File: config.mk
export PLATFORM = sky130hd
export DESIGN_NAME = return_stack_flat
export DESIGN_NICKNAME = d
export VERILOG_FILES = /design/src/fetch_intf.sv /design/src/return_stack.sv /design/src/flat_wrapper.sv
export VERILOG_INCLUDE_DIRS = /design/src
export SDC_FILE = /design/constraint.sdc
export NUM_CORES = 1
export LEC_CHECK = 0
export BUFFER_PORTS_ARGS = -buffer_cell sky130_fd_sc_hd__buf_2
export CAP_MARGIN = 20
export CORE_ASPECT_RATIO = 2
export CORE_UTILIZATION = 54
export DETAILED_ROUTE_END_ITERATION = 6
export GPL_ROUTABILITY_DRIVEN = 0
export PLACE_DENSITY_LB_ADDON = 0.05
export SYNTH_ARGS = -nofsm -noshare
export SYNTH_HDL_FRONTEND = slang
export SYNTH_SLANG_ARGS = --single-unit
File: constraint.sdc
create_clock -name clk -period 5.3 [get_ports clk]
set_input_delay 0.265 -clock clk [delete_from_list [all_inputs] [get_ports clk]]
set_output_delay 0.265 -clock clk [all_outputs]
set_load 0.05 [all_outputs]
File: src/fetch_slice_config.svh
`ifndef FETCH_SLICE_CONFIG_SVH
`define FETCH_SLICE_CONFIG_SVH

`define FETCH_XLEN      64  // virtual address width
`define FETCH_BLOCK_HW  4   // half-words per fetch block
`define FETCH_FQ_DEPTH  16  // fetch queue entries
`define FETCH_DEQ_WIDTH 2   // decode lanes
`define FETCH_RAS_DEPTH 8   // return stack entries

`endif
File: src/fetch_intf.sv
`timescale 1ns/10ps
`include "fetch_slice_config.svh"


interface ras_if;
    logic                   push;
    logic                   pop;
    logic [`FETCH_XLEN-1:0] push_addr;
    logic [`FETCH_XLEN-1:0] top;
    logic                   nonempty;

    modport client (output push, pop, push_addr, input top, nonempty);
    modport stack  (input push, pop, push_addr, output top, nonempty);
endinterface

File: src/return_stack.sv
`timescale 1ns/10ps
`include "fetch_slice_config.svh"

module return_stack (
    input logic   clk,
    input logic   rst,
    ras_if.stack  ras
);
    localparam int XLEN = `FETCH_XLEN;
    localparam int D    = `FETCH_RAS_DEPTH;
    localparam int AW   = $clog2(D);

    logic [XLEN-1:0] mem [D];
    logic [AW-1:0]   ptr;   // next free slot, wraps
    logic [AW:0]     cnt;   // saturates at depth

    always_ff @(posedge clk) begin
        if (rst) begin
            ptr <= '0;
            cnt <= '0;
        end else if (ras.push && ras.pop) begin
            if (cnt == '0) cnt <= (AW+1)'(1);   // replace on empty acts as push
        end else if (ras.push) begin
            ptr <= ptr + 1'b1;
            if (cnt != (AW+1)'(D)) cnt <= cnt + 1'b1;   // full: oldest is overwritten
        end else if (ras.pop && cnt != '0) begin
            ptr <= ptr - 1'b1;
            cnt <= cnt - 1'b1;
        end
    end

    always_ff @(posedge clk) begin
        if (ras.push) mem[ras.pop ? ptr - 1'b1 : ptr] <= ras.push_addr;
    end

    assign ras.top      = mem[ptr - 1'b1];
    assign ras.nonempty = cnt != '0;

endmodule

File: src/flat_wrapper.sv
// flat-port wrapper written by rule: the top's interface ports become plain ports
module return_stack_flat 
  (clk, rst, ras_push, ras_pop, ras_push_addr, ras_top, ras_nonempty);
  ras_if ras_i ();
  input logic clk;
  input logic rst;
  input wire logic [$bits(ras_i.push)-1:0] ras_push;
  input wire logic [$bits(ras_i.pop)-1:0] ras_pop;
  input wire logic [$bits(ras_i.push_addr)-1:0] ras_push_addr;
  output wire logic [$bits(ras_i.top)-1:0] ras_top;
  output wire logic [$bits(ras_i.nonempty)-1:0] ras_nonempty;
  assign ras_i.push = ras_push;
  assign ras_i.pop = ras_pop;
  assign ras_i.push_addr = ras_push_addr;
  assign ras_top = ras_i.top;
  assign ras_nonempty = ras_i.nonempty;
  return_stack u_core (.clk(clk), .rst(rst), .ras(ras_i));
endmodule
**Yosys cells after proc, flatten, opt, wreduce, memory -nomap -nowiden**

Memories as Yosys holds them, arrays and structs flattened.
Index checks and enable logic that the tools add are counted.

- Register bits after elaboration: 7
- RAM bits: 512
- Bits of input ports: 68
- Output and inout bits: 65
- Logic and storage cells: 29
- Memories kept: 1

- $add $sub $neg: 4
- Eq/ne operators: 3
- Muxes and demuxes: 10
- Bitwise operators: 1
- Reduce and logical (&&, ||, !) cells: 8

Memory list:

| memory | depth | width | rd ports | clocked after memory_dff | wr ports | RTL line | text |
|---|---|---|---|---|---|---|---|
| u_core.mem | 8 | 64 | 1 | 0 | 1 | return_stack.sv:13 | `logic [XLEN-1:0] mem [D];` |

Operators with widths:

| operator | number |
|---|---|
| two-way mux 4 bit | 5 |
| two-way mux 3 bit | 3 |
| adder 4 x 1 -> 4 bit (second input constant) | 1 |
| logical NOT 4 bit | 1 |
| != test 4 bit (second input constant) | 1 |
| nonzero test 4 bit | 1 |
| subtractor 4 x 1 -> 4 bit (second input constant) | 1 |
| adder 3 x 1 -> 3 bit (second input constant) | 1 |
| != test 3 x 1 -> 1 bit (second input constant) | 1 |
| AND reduction 3 bit | 1 |
| nonzero test 3 bit | 1 |
| subtractor 3 x 1 -> 3 bit (second input constant) | 1 |
| logical AND 1 bit | 2 |
| two-way mux 1 bit | 2 |
| != test 2 bit (second input constant) | 1 |
| AND reduction 2 bit | 1 |
| nonzero test 2 bit | 1 |
| inverter 1 bit | 1 |

**Longest topological paths before layout**

Gate-level depths: netlist of run 1.

- Depth in word-level cells: 5
- Depth in mapped cells: 11
- Gate-level depth less buffers: 6

**Least setup slack after synthesis of run 1**

No wires, ideal clock.

- Path type: register to register
- Start point: register u_core.ptr[0]
- End point: memory u_core.mem[0][0] (netlist bit), enable pin
- Library setup time: 0.486 ns
- Arrival: 4.594 ns
- Required time: 4.814 ns
- Path slack: 0.220 ns
- Stages on the path, launching flop included: 12
- Buffers on the path: 5
- Period minus slack after synthesis: 5.080 ns
- Cell sequence: dfxtp_1 buf_6 buf_2 inv_1 ha_1 buf_2 buf_2 buf_2 nand2_1 nor2_1 o21ai_0 nor2_1

- Longest elaborated chain between the ends: 2

Ends and longest elaborated chain:

| what | RTL line | text |
|---|---|---|
| start, declared | return_stack.sv:14 | `logic [AW-1:0] ptr;` |
| start signal, assigned | return_stack.sv:24 | `ptr <= ptr + 1'b1;` |
| start signal, assigned | return_stack.sv:27 | `ptr <= ptr - 1'b1;` |
| subtractor 3 x 1 -> 3 bit | return_stack.sv:33 | `if (ras.push) mem[ras.pop ? ptr - 1'b1 : ptr] <= ras.push_addr;` |
| two-way mux 3 bit * | return_stack.sv:33 |  |
| end, declared | return_stack.sv:13 |  |

Every way passes the cells marked *; elsewhere a longest branch is shown, timed or not.

**Final worst setup path of run 1**

- Start point: register u_core.ptr[0]
- End point: output ras_top[0]

- Longest elaborated chain between the ends: 2

Ends and longest elaborated chain:

| what | RTL line | text |
|---|---|---|
| subtractor 3 x 1 -> 3 bit | return_stack.sv:36 | `assign ras.top = mem[ptr - 1'b1];` |
| memory (8 x 64 bit) | - |  |
| end, declared | flat_wrapper.sv:10 | `output wire logic [$bits(ras_i.top)-1:0] ras_top;` |

Every way passes these cells.

==> results of run 1 <==
==> cell usage in the layout (no fill, tap or decap), drive strengths merged <==
cell and instances:
a211oi 1, a21o 1, a21oi 7, a221oi 1
a32oi 1, buf 147, bufinv 7, clkbuf 51
clkinv 17, clkinvlp 2, dfxtp 7, dlygate4sd3 61
edfxtp 512, fa 1, ha 4, inv 6
mux2 64, mux2i 1, mux4 129, nand2 3
nand2b 3, nand3 2, nor2 18, nor2b 2
nor3 6, nor3b 2, nor4 1, o21ai 5
o221ai 1, o311a 1, xnor2 3, xor2 5
==> Yosys cell counts <==
| cell | count | area (µm²) |
|---|---|---|
| nor3_1 | 6 | 30.0 |
| ha_1 | 4 | 50.1 |
| nor2b_1 | 2 | 12.5 |
| a211oi_1 | 1 | 7.51 |
| mux4_1 | 13 | 342 |
| nor4_1 | 1 | 6.26 |
| xnor2_1 | 3 | 26.3 |
| a21oi_1 | 7 | 35.0 |
| o21ai_0 | 5 | 25.0 |
| mux2i_1 | 1 | 10.0 |
| nor2_1 | 18 | 67.6 |
| clkbuf_1 | 14 | 52.6 |
| mux4_2 | 116 | 2610 |
| nand2b_1 | 3 | 18.8 |
| inv_1 | 6 | 22.5 |
| nand2_1 | 3 | 11.3 |
| xor2_4 | 1 | 27.5 |
| fa_1 | 1 | 20.0 |
| dfxtp_1 | 7 | 140 |
| o311a_1 | 1 | 10.0 |
| a32oi_1 | 1 | 8.76 |
| buf_8 | 1 | 15.0 |
| edfxtp_1 | 512 | 15400 |
| a21o_1 | 1 | 7.51 |
| xor2_1 | 4 | 35.0 |
| nor3b_1 | 2 | 15.0 |
| buf_4 | 6 | 45.0 |
| a221oi_1 | 1 | 8.76 |
| buf_6 | 8 | 90.1 |
| mux2_2 | 64 | 721 |
| nand3_1 | 2 | 10.0 |
| o221ai_1 | 1 | 8.76 |
| buf_2 | 9 | 45.0 |
==> worst max-delay path: stages, from the launching register on <==
cell and delay (ns):
dfxtp_4 0.72, inv_1 0.28, ha_4 0.53, buf_12 0.55
mux4_2 0.41, mux2_2 0.34, buf_2 0.23
==> layout make-up <==
class,instances,area (µm²),share of cell area [%]
sequential,519,15500,66.7
tap,454,568,2.44
clock buffer,51,1150,4.94
inverter,6,22.5,0.0968
multi-input combinational,262,4200,18.0
timing repair buffer,208,1510,6.49
clock inverter,26,298,1.28
==> through the flow <==
stage / total power, mW / hold slack [ns] / setup slack (ns)
after global routing: 13.4 / 0.0206 / 1.14
final: 12.9 / 0.0236 / 1.33
after floorplan: 8.65 / 0.334 / 0.220
after global placement: 9.70 / 0.517 / 1.83
after CTS: 13.1 / 0.00401 / 1.24
after detailed placement: 9.80 / 0.531 / 1.76
==> power by group <==
part           switching [mW]  total, mW  internal [mW]
clock network            1.37       3.26           1.89
logic                    3.02       4.55           1.54
registers               0.137       5.12           4.99
==> repair_timing <==
item | CTS | global route
setup endpoints to repair | 0 | 0
hold buffers | 61 | 0
endpoints found under the hold margin | 474 | 0
gates resized for setup | 0 | 0
==> registers in the layout, summed over array words and instances, names as in the netlist <==
name        count
u_core.cnt      4
u_core.mem    512
u_core.ptr      3
==> layer usage <==
metal | global-route usage, % | up-vias
met5 | 0 | -
met4 | 8.15 | 0
met3 | 2.72 | 67
met2 | 40.6 | 216
met1 | 24.8 | 4764
li1 | - | 3945
==> final timing paths <==
path                                  to  slack [ns]  cells after the start
min          u_core.mem[2][61]$_DFFE_PP_        0.02                      1
max reg2reg  u_core.mem[7][14]$_DFFE_PP_        1.81                      6
min reg2reg   u_core.ptr[1]$_SDFFE_PP0P_        0.56                      2
max                           ras_top[0]        1.33                      6
==> cells by family after synthesis <==
group	synth area share, %
flip-flops	77.9
multiplexers	18.5
adder cells (fa/ha/maj)	0.352
AND/OR/NAND/NOR	0.861
XOR/XNOR	0.446
buffers and inverters	1.36
AO/OA/AOI/OAI	0.559
==> qor.csv, run 1 <==
metric,value,unit
outcome,"complete, no violations",
core,0.0364,mm²
post_drt_wl_per_cell,25.8,µm
cts_sinks,519,
final_cells,1526,
relSlewSlack,29.9,%
crit_path_start,u_core.ptr[0]$_SDFFE_PP0P_,
grt_start_max_net_pins,115,
area_growth,16.8,%
synth_cells,825,
clock_latency,0.54,ns
grt_antenna_before_repair,0,
placed_area,0.0212,mm²
drive_gt1_share,37.2,%
r2r-start,u_core.ptr[0]$_SDFFE_PP0P_,
yosysSeqAreaShare,77.9,%
min_period,3.97,ns
cp_max_fo,114,
dieArea,0.0377,mm²
cts_setup_buffers,0,
wl_met1,14.8,mm
wl_met2,22.0,mm
grt_setup_unrepaired,false,
drt_iter0_markers,385,
port-buffer-count,132,
top_layer_used,met4,
leakage,7.53,nW
drc,0,
synth_warnings,0,
drv_slew,0,
antenna_left,0,
initial_utilization,54.7,%
die_y,274,µm
nets,1114,
fin_area,0.0233,mm²
syn_avg_cell_area,24.1,µm²
grt_pass1_wl,58.4,mm
finClkSkew,0.0183,ns
endpoint_kind,output pin,
grt.overflow.total,0,
worst_ep_required_time,5.04,ns
dp_hpwl,21.7,mm
grt_usage,21.7,%
grt_pass1_vias,9858,
viasPerCell,5.89,
clockBufferDepth,3,
dr.pass1.iters,5,
fill_cells,2492,
n_antenna_cell,0,
criticalPathCategory,reg2out,
clk_pin_slew,0.07,ns
min_from,ras_push_addr[61],
start_kind,register,
powerDensity,556,mW/mm²
ir_drop,507,µV
hold_viol,0,
ys_ff_latch,519,
syn_nets,898,
tns,0,ns
cts-buffers-inserted,44,
die_x,138,µm
h-tree-depth,2,
row_count,99,
vias,8992,
cts_root_buf,clkbuf_16,
cts_tree,built,
hp-class,in2reg,
dp_cells,1388,
tightest_slew,1.05,ns
syn_area,0.0199,mm²
cp.arrival,3.71,ns
dr_wl_met3,1.36,mm
synth_cell_types,33,
wirelength,39.4,mm
drv_cap,0,
finalCritPeriodShare,75.0,%
max_freq,0.252,GHz
fin_util,63.9,%
setup_viol,0,
pin_count,133,
No activity file was read; power rests on OpenSTA's default activity.
==> run 2: changes to the inputs <==
ABC_AREA = 1   (was default)
CORE_UTILIZATION = 55   (was 54)
clock period = 4.1 ns   (was 5.3 ns; I/O delays follow)
==> qor.csv, run 2 <==
metric,value,unit
synth_warnings,0,
netlist_top_cells_count,"edfxtp_1, nand2_1, nor2_1",
finClkSkew,0.0129,ns
crit_top_cell,nand2_1,
powerDensity,612,mW/mm²
antenna_left,0,
yosysTopAreaCell,edfxtp_1,
min_period,3.13,ns
layout_commonest_cell,edfxtp_1,
leakage,8.20,nW
max_freq,0.319,GHz
grt_antenna_before_repair,2,
p_sw,4.88,mW
ctsResizeCount,0,
finalCritPeriodShare,76.4,%
grt.overflow.total,0,
yosysMostFrequentCell,edfxtp_1,
hp-class,in2reg,
pre_cts_slack,1.18,ns
clock_latency,0.55,ns
drt_iter0_markers,820,
relSlewSlack,30.2,%
pin_count,133,
post_drt_wl_per_cell,21.3,µm
grt_pass1_wl,67.4,mm
cp_slowest_cell,buf_12,
grt_start_max_net_pins,191,
worst_slack,0.967,ns
outcome,"complete, but fails checks",
drive_gt1_share,14.5,%
fin_area,0.0235,mm²
setup_viol,0,
seqPwrFrac,43.4,%
synth_cell_types,25,
dieArea,0.0379,mm²
start_kind,register,
top_register,u_core.mem,
h-tree-depth,2,
endpoint_kind,output pin,
crit_buf_inv,3,
cp.arrival,2.93,ns
dr.pass1.iters,7,
port-buffer-count,132,
die_x,138,µm
area_growth,15.2,%
crit_family,buffers and inverters,
wirelength,44.0,mm
p_comb_share,27.7,%
clkPwrFrac,28.8,%
synth-main-ff-cell,edfxtp_1,
cts-buffers-inserted,43,
ys_ff_latch,519,
placed_area,0.0215,mm²
worst_ep_required_time,3.89,ns
synth_cells,1399,
slowest_delay,0.54,ns
syn_area,0.0204,mm²
finalPower,14.4,mW
drc,14,
syn_nets,1472,
cts_setup_buffers,0,
initial_utilization,55.9,%
drv_slew,0,
clk_pin_slew,0.07,ns
cp_max_fo,190,
grt_setup_unrepaired,false,
cts_root_buf,clkbuf_16,
internal-power,9.53,mW
final_cell_mix,"edfxtp_1, nand2_1, nor2_1",
violations,DRC,
synth_top_cell_area_share,75.3,%
row_count,99,
drv_cap,0,
yosysSeqAreaShare,76.0,%
grt_usage,23.4,%
vias,11934,
syn_avg_cell_area,14.6,µm²
tns,0,ns
criticalPathCategory,reg2out,
top_regs,"u_core.mem (512), u_core.cnt (4), u_core.ptr (3)",
path_cells,inv_4 -> ha_4 -> buf_12 -> o21ai_0 -> o22ai_1 -> nand2_1 -> nand2_1 -> buf_2,
hold_viol,0,
sw_frac_of_total,33.9,%
cts_tree,built,
clockBufferDepth,3,
core,0.0365,mm²
dp_hpwl,22.5,mm
die_y,274,µm
synthArstFlopShare,0,%
synth_enable_flop_cells,512,
cts_sinks,519,
ir_drop,458,µV
largest_register_ffs,512,
ys_top_cells_by_area,"edfxtp_1, mux2i_1, nand2_1",
grt_pass1_vias,12043,
viasPerCell,5.77,
fin_util,64.4,%
nets,1653,
tightest_slew,1.05,ns
[run 2: cell count changes in the layout (fill, tap and decap cells not counted), sizes merged, moves of 4 or more]
cell         before  now
o21ai             5  133
nand2             3  224
buf             147  157
mux2i             1  128
dlygate4sd3      61   65
mux2             64    0
o22ai             0  128
inv               6   13
nor3              6    0
mux4            129    0
nor2             18  145
[run 2: kinds of logic (layout without fill, tap and decap cells)]
| group | after synthesis | count (layout) | synth area share [%] |
|---|---|---|---|
| and+or+nand+nor | 373 | 373 | 6.91 |
| xor gates and xnor gates | 4 | 4 | 0.172 |
| buffers and inverters | 99 | 311 | 2.87 |
| DFF | 519 | 519 | 76.0 |
| AOI/OAI and AO/OA | 271 | 271 | 7.44 |
| muxes | 128 | 128 | 6.28 |
| adders and majority gates | 5 | 5 | 0.343 |
| other | 0 | 2 | 0 |
[run 2: what timing repair did]
item                                    CTS  global route
endpoints found under the setup margin    0             0
endpoints found under the hold margin   519             0
hold buffers                             65             0
[run 2: worst reg2reg max path, stage by stage (launching register included)]
cell and delay [ns]:
dfxtp_4 0.38, buf_4 0.77, xnor2_1 0.27, or2_4 0.33, nor2_4 0.60, buf_12 0.28
[run 2: worst paths after layout]
kind	from	to	slack, ns	depth (start not counted)
worst max-delay path	u_core.ptr[0]$_SDFFE_PP0P_	ras_top[2]	0.97	8
worst min-delay path	ras_pop	u_core.ptr[1]$_SDFFE_PP0P_	0.12	4
worst max register to register	u_core.ptr[0]$_SDFFE_PP0P_	u_core.mem[3][12]$_DFFE_PP_	1.17	5
worst min register to register	u_core.ptr[1]$_SDFFE_PP0P_	u_core.ptr[1]$_SDFFE_PP0P_	0.52	2
[run 2: metrics by stage]
step | hold slack [ns] | cells
after global routing | 0.142 | 2067
after CTS | 0.0923 | 2065
after global placement | 0.454 | 1924
final | 0.124 | 2067
after detailed placement | 0.462 | 1924
after floorplan | 0.274 | 1399
[run 2: cell type report]
| type | instances | area [µm²] |
|---|---|---|
| flip-flops and latches | 519 | 15500 |
| fillers | 2627 | 13000 |
| multi-input cells | 781 | 4410 |
| repair buffers | 222 | 1560 |
| clock buffers | 51 | 1150 |
| well taps | 454 | 568 |
| clock inverters | 25 | 267 |
| inverters | 13 | 51.3 |
| diodes | 2 | 5.00 |
[run 2: power groups by stage]
stage	Clock, mW	Combinational (mW)	Sequential [mW]
finish	4.16	4.00	6.26
global route	4.40	4.30	6.27
CTS	4.22	4.05	6.26
detailed placement	0	3.99	6.37
global placement	0	3.96	6.36
floorplan	0	2.95	6.37
[run 2: routing by layer]
metal | global-route usage (%) | vias up | wire (µm)
met1 | 27.9 | 5962 | 17800
met5 | 0 | - | 0
met2 | 43.5 | 303 | 23200
met3 | 2.72 | 86 | 1830
li1 | - | 5583 | -
met4 | 8.66 | 0 | 1290
==> run 3: changes to the inputs <==
CORE_UTILIZATION = 54   (was 55)
clock period = 2.5 ns   (was 4.1 ns; I/O delays follow)
==> qor.csv, run 3 (same netlist as run 2, synthesis figures left out) <==
metric,value,unit
cts_sinks,519,
leakage,8.66,nW
tightest_slew,0.758,ns
core,0.0373,mm²
nets,1692,
dieArea,0.0386,mm²
r2r_cells,8,
seqPwrFrac,40.9,%
min_from,ras_push,
port-buffer-count,132,
drv_slew,0,
fill_cells,2648,
crit_path_start,u_core.ptr[0]$_SDFFE_PP0P_,
cp.arrival,2.34,ns
grt_start_max_net_pins,131,
worstReg2RegEnd,u_core.mem[4][17]$_DFFE_PP_,
initial_utilization,54.8,%
sw_frac_of_total,33.9,%
p_sw,8.52,mW
wl_met1,18.1,mm
drv_cap,0,
outcome,"complete, no violations",
area_growth,21.0,%
relSlewSlack,49.5,%
final_cell_mix,"edfxtp_1, nand2_1, nor2_1",
top_register,u_core.mem,
layout_commonest_cell,edfxtp_1,
wirelength,47.6,mm
viasPerCell,5.80,
endpoint_kind,output pin,
path_cells,inv_4 -> ha_4 -> buf_8 -> buf_12 -> buf_12 -> o21ai_0 -> o22ai_1 -> nand2_1 -> nand2_1 -> buf_6,
post_drt_wl_per_cell,22.5,µm
cts-buffers-inserted,45,
dr_wl_met3,1.83,mm
finClkSkew,0.00831,ns
internal-power,16.6,mW
cp_slowest_cell,dfxtp_4,
dp_hpwl,24.3,mm
min_period,2.47,ns
p_comb_share,33.2,%
slowest_delay,0.36,ns
drive_gt1_share,18.1,%
dr.pass1.iters,4,
r2r-start,u_core.ptr[0]$_SDFFE_PP0P_,
cp_max_fo,7,
row_count,100,
start_kind,register,
crit_buf_inv,5,
r2r_setup_slack,0.34,ns
worst_ep_required_time,2.38,ns
endpoint,ras_top[10],
grt.overflow.total,0,
die_x,139,µm
cts_tree,built,
pin_count,133,
antenna_left,0,
grt_usage,24.9,%
grt_setup_unrepaired,true,
hp-class,in2reg,
grt_antenna_before_repair,0,
grt_pass1_vias,12789,
fin_util,66.3,%
ir_drop,982,µV
clock_latency,0.55,ns
hold_viol,0,
drt_iter0_markers,676,
setup_viol,0,
n_antenna_cell,0,
vias,12244,
max_freq,0.405,GHz
top_layer_used,met4,
grt_pass1_wl,72.3,mm
placed_area,0.0217,mm²
clk_pin_slew,0.06,ns
largest_register_ffs,512,
h-tree-depth,2,
clkPwrFrac,25.9,%
wl_met2,26.1,mm
drc,0,
clockBufferDepth,3,
die_y,277,µm
cp.depth,10,
finalCritPeriodShare,98.7,%
top_regs,"u_core.mem (512), u_core.cnt (4), u_core.ptr (3)",
cts_root_buf,clkbuf_16,
crit_family,buffers and inverters,
powerDensity,1020,mW/mm²
criticalPathCategory,reg2out,
fin_area,0.0247,mm²
==> run 3: cell types whose count changed in the layout (fill, tap and decap cells not counted), sizes merged <==
cell	change
buf	+24
clkbuf	+18
bufinv	-5
diode	-2
clkinvlp	+1
bufbuf	+3
inv	+1
==> run 3: power by group through the flow <==
stage / Clock [mW] / Combinational [mW] / Sequential [mW]
floorplan: 0 / 4.93 / 10.4
global placement: 0 / 6.79 / 10.4
detailed placement: 0 / 6.84 / 10.4
CTS: 6.62 / 7.97 / 10.3
global route: 6.91 / 8.83 / 10.3
finish: 6.50 / 8.33 / 10.3
==> run 3: worst min path at each step <==
stage / to / slack [ns] / depth (start not counted)
final: u_core.cnt[0]$_SDFFE_PP0P_ / 0.07 / 5
after global routing: u_core.cnt[0]$_SDFFE_PP0P_ / 0.10 / 5
after CTS: u_core.cnt[0]$_SDFFE_PP0P_ / 0.04 / 5
after detailed placement: u_core.mem[4][50]$_DFFE_PP_ / 0.40 / 1
after global placement: u_core.cnt[1]$_SDFFE_PP0P_ / 0.39 / 2
after floorplan: u_core.cnt[1]$_SDFFE_PP0P_ / 0.19 / 1
==> run 3: cell type report <==
cell class,instances,area (µm²),share of cell area [%]
Clock buffer,59,1220,4.94
Tap cell,459,574,2.32
Timing Repair Buffer,259,2670,10.8
Multi-Input combinational cell,781,4540,18.4
Sequential cell,519,15500,62.8
Inverter,13,51.3,0.208
Clock inverter,22,133,0.537
==> run 3: timing repair <==
item | in CTS | in global routing
setup endpoints to repair | 64 | 61
gates resized for setup | 95 | 93
hold buffers | 65 | 0
gates cloned | 8 | 2
buffers inserted | 17 | 2
pin swaps | 11 | 25
endpoints found under the hold margin | 519 | 0
==> run 3: through the flow <==
step	worst slack, ns	setup TNS, ns	std cells	power, mW	hold slack, ns
floorplan	-0.398	-194.09	1399	15.4	0.194
global placement	0.267	0	1940	17.2	0.391
detailed placement	0.206	0	1940	17.3	0.396
CTS	-0.0290	-0.0449	2110	24.8	0.0418
global route	-0.0643	-0.818	2112	26.0	0.100
finish	0.0318	0	2112	25.1	0.0694
==> run 3: layer usage <==
layer,up-vias,GRT usage [%]
met2,361,46.6
met1,6124,28.7
met5,-,0
met3,94,2.44
met4,0,10.3
li1,5665,-
==> run 3: worst reg2reg max path, cell delays in order, from the launching register on <==
cell     delay (ns)
dfxtp_4        0.36
inv_4          0.05
ha_4           0.35
buf_4          0.21
nand2_4        0.07
o21ai_4        0.09
nand2_2        0.13
nor2_4         0.17
buf_12         0.34
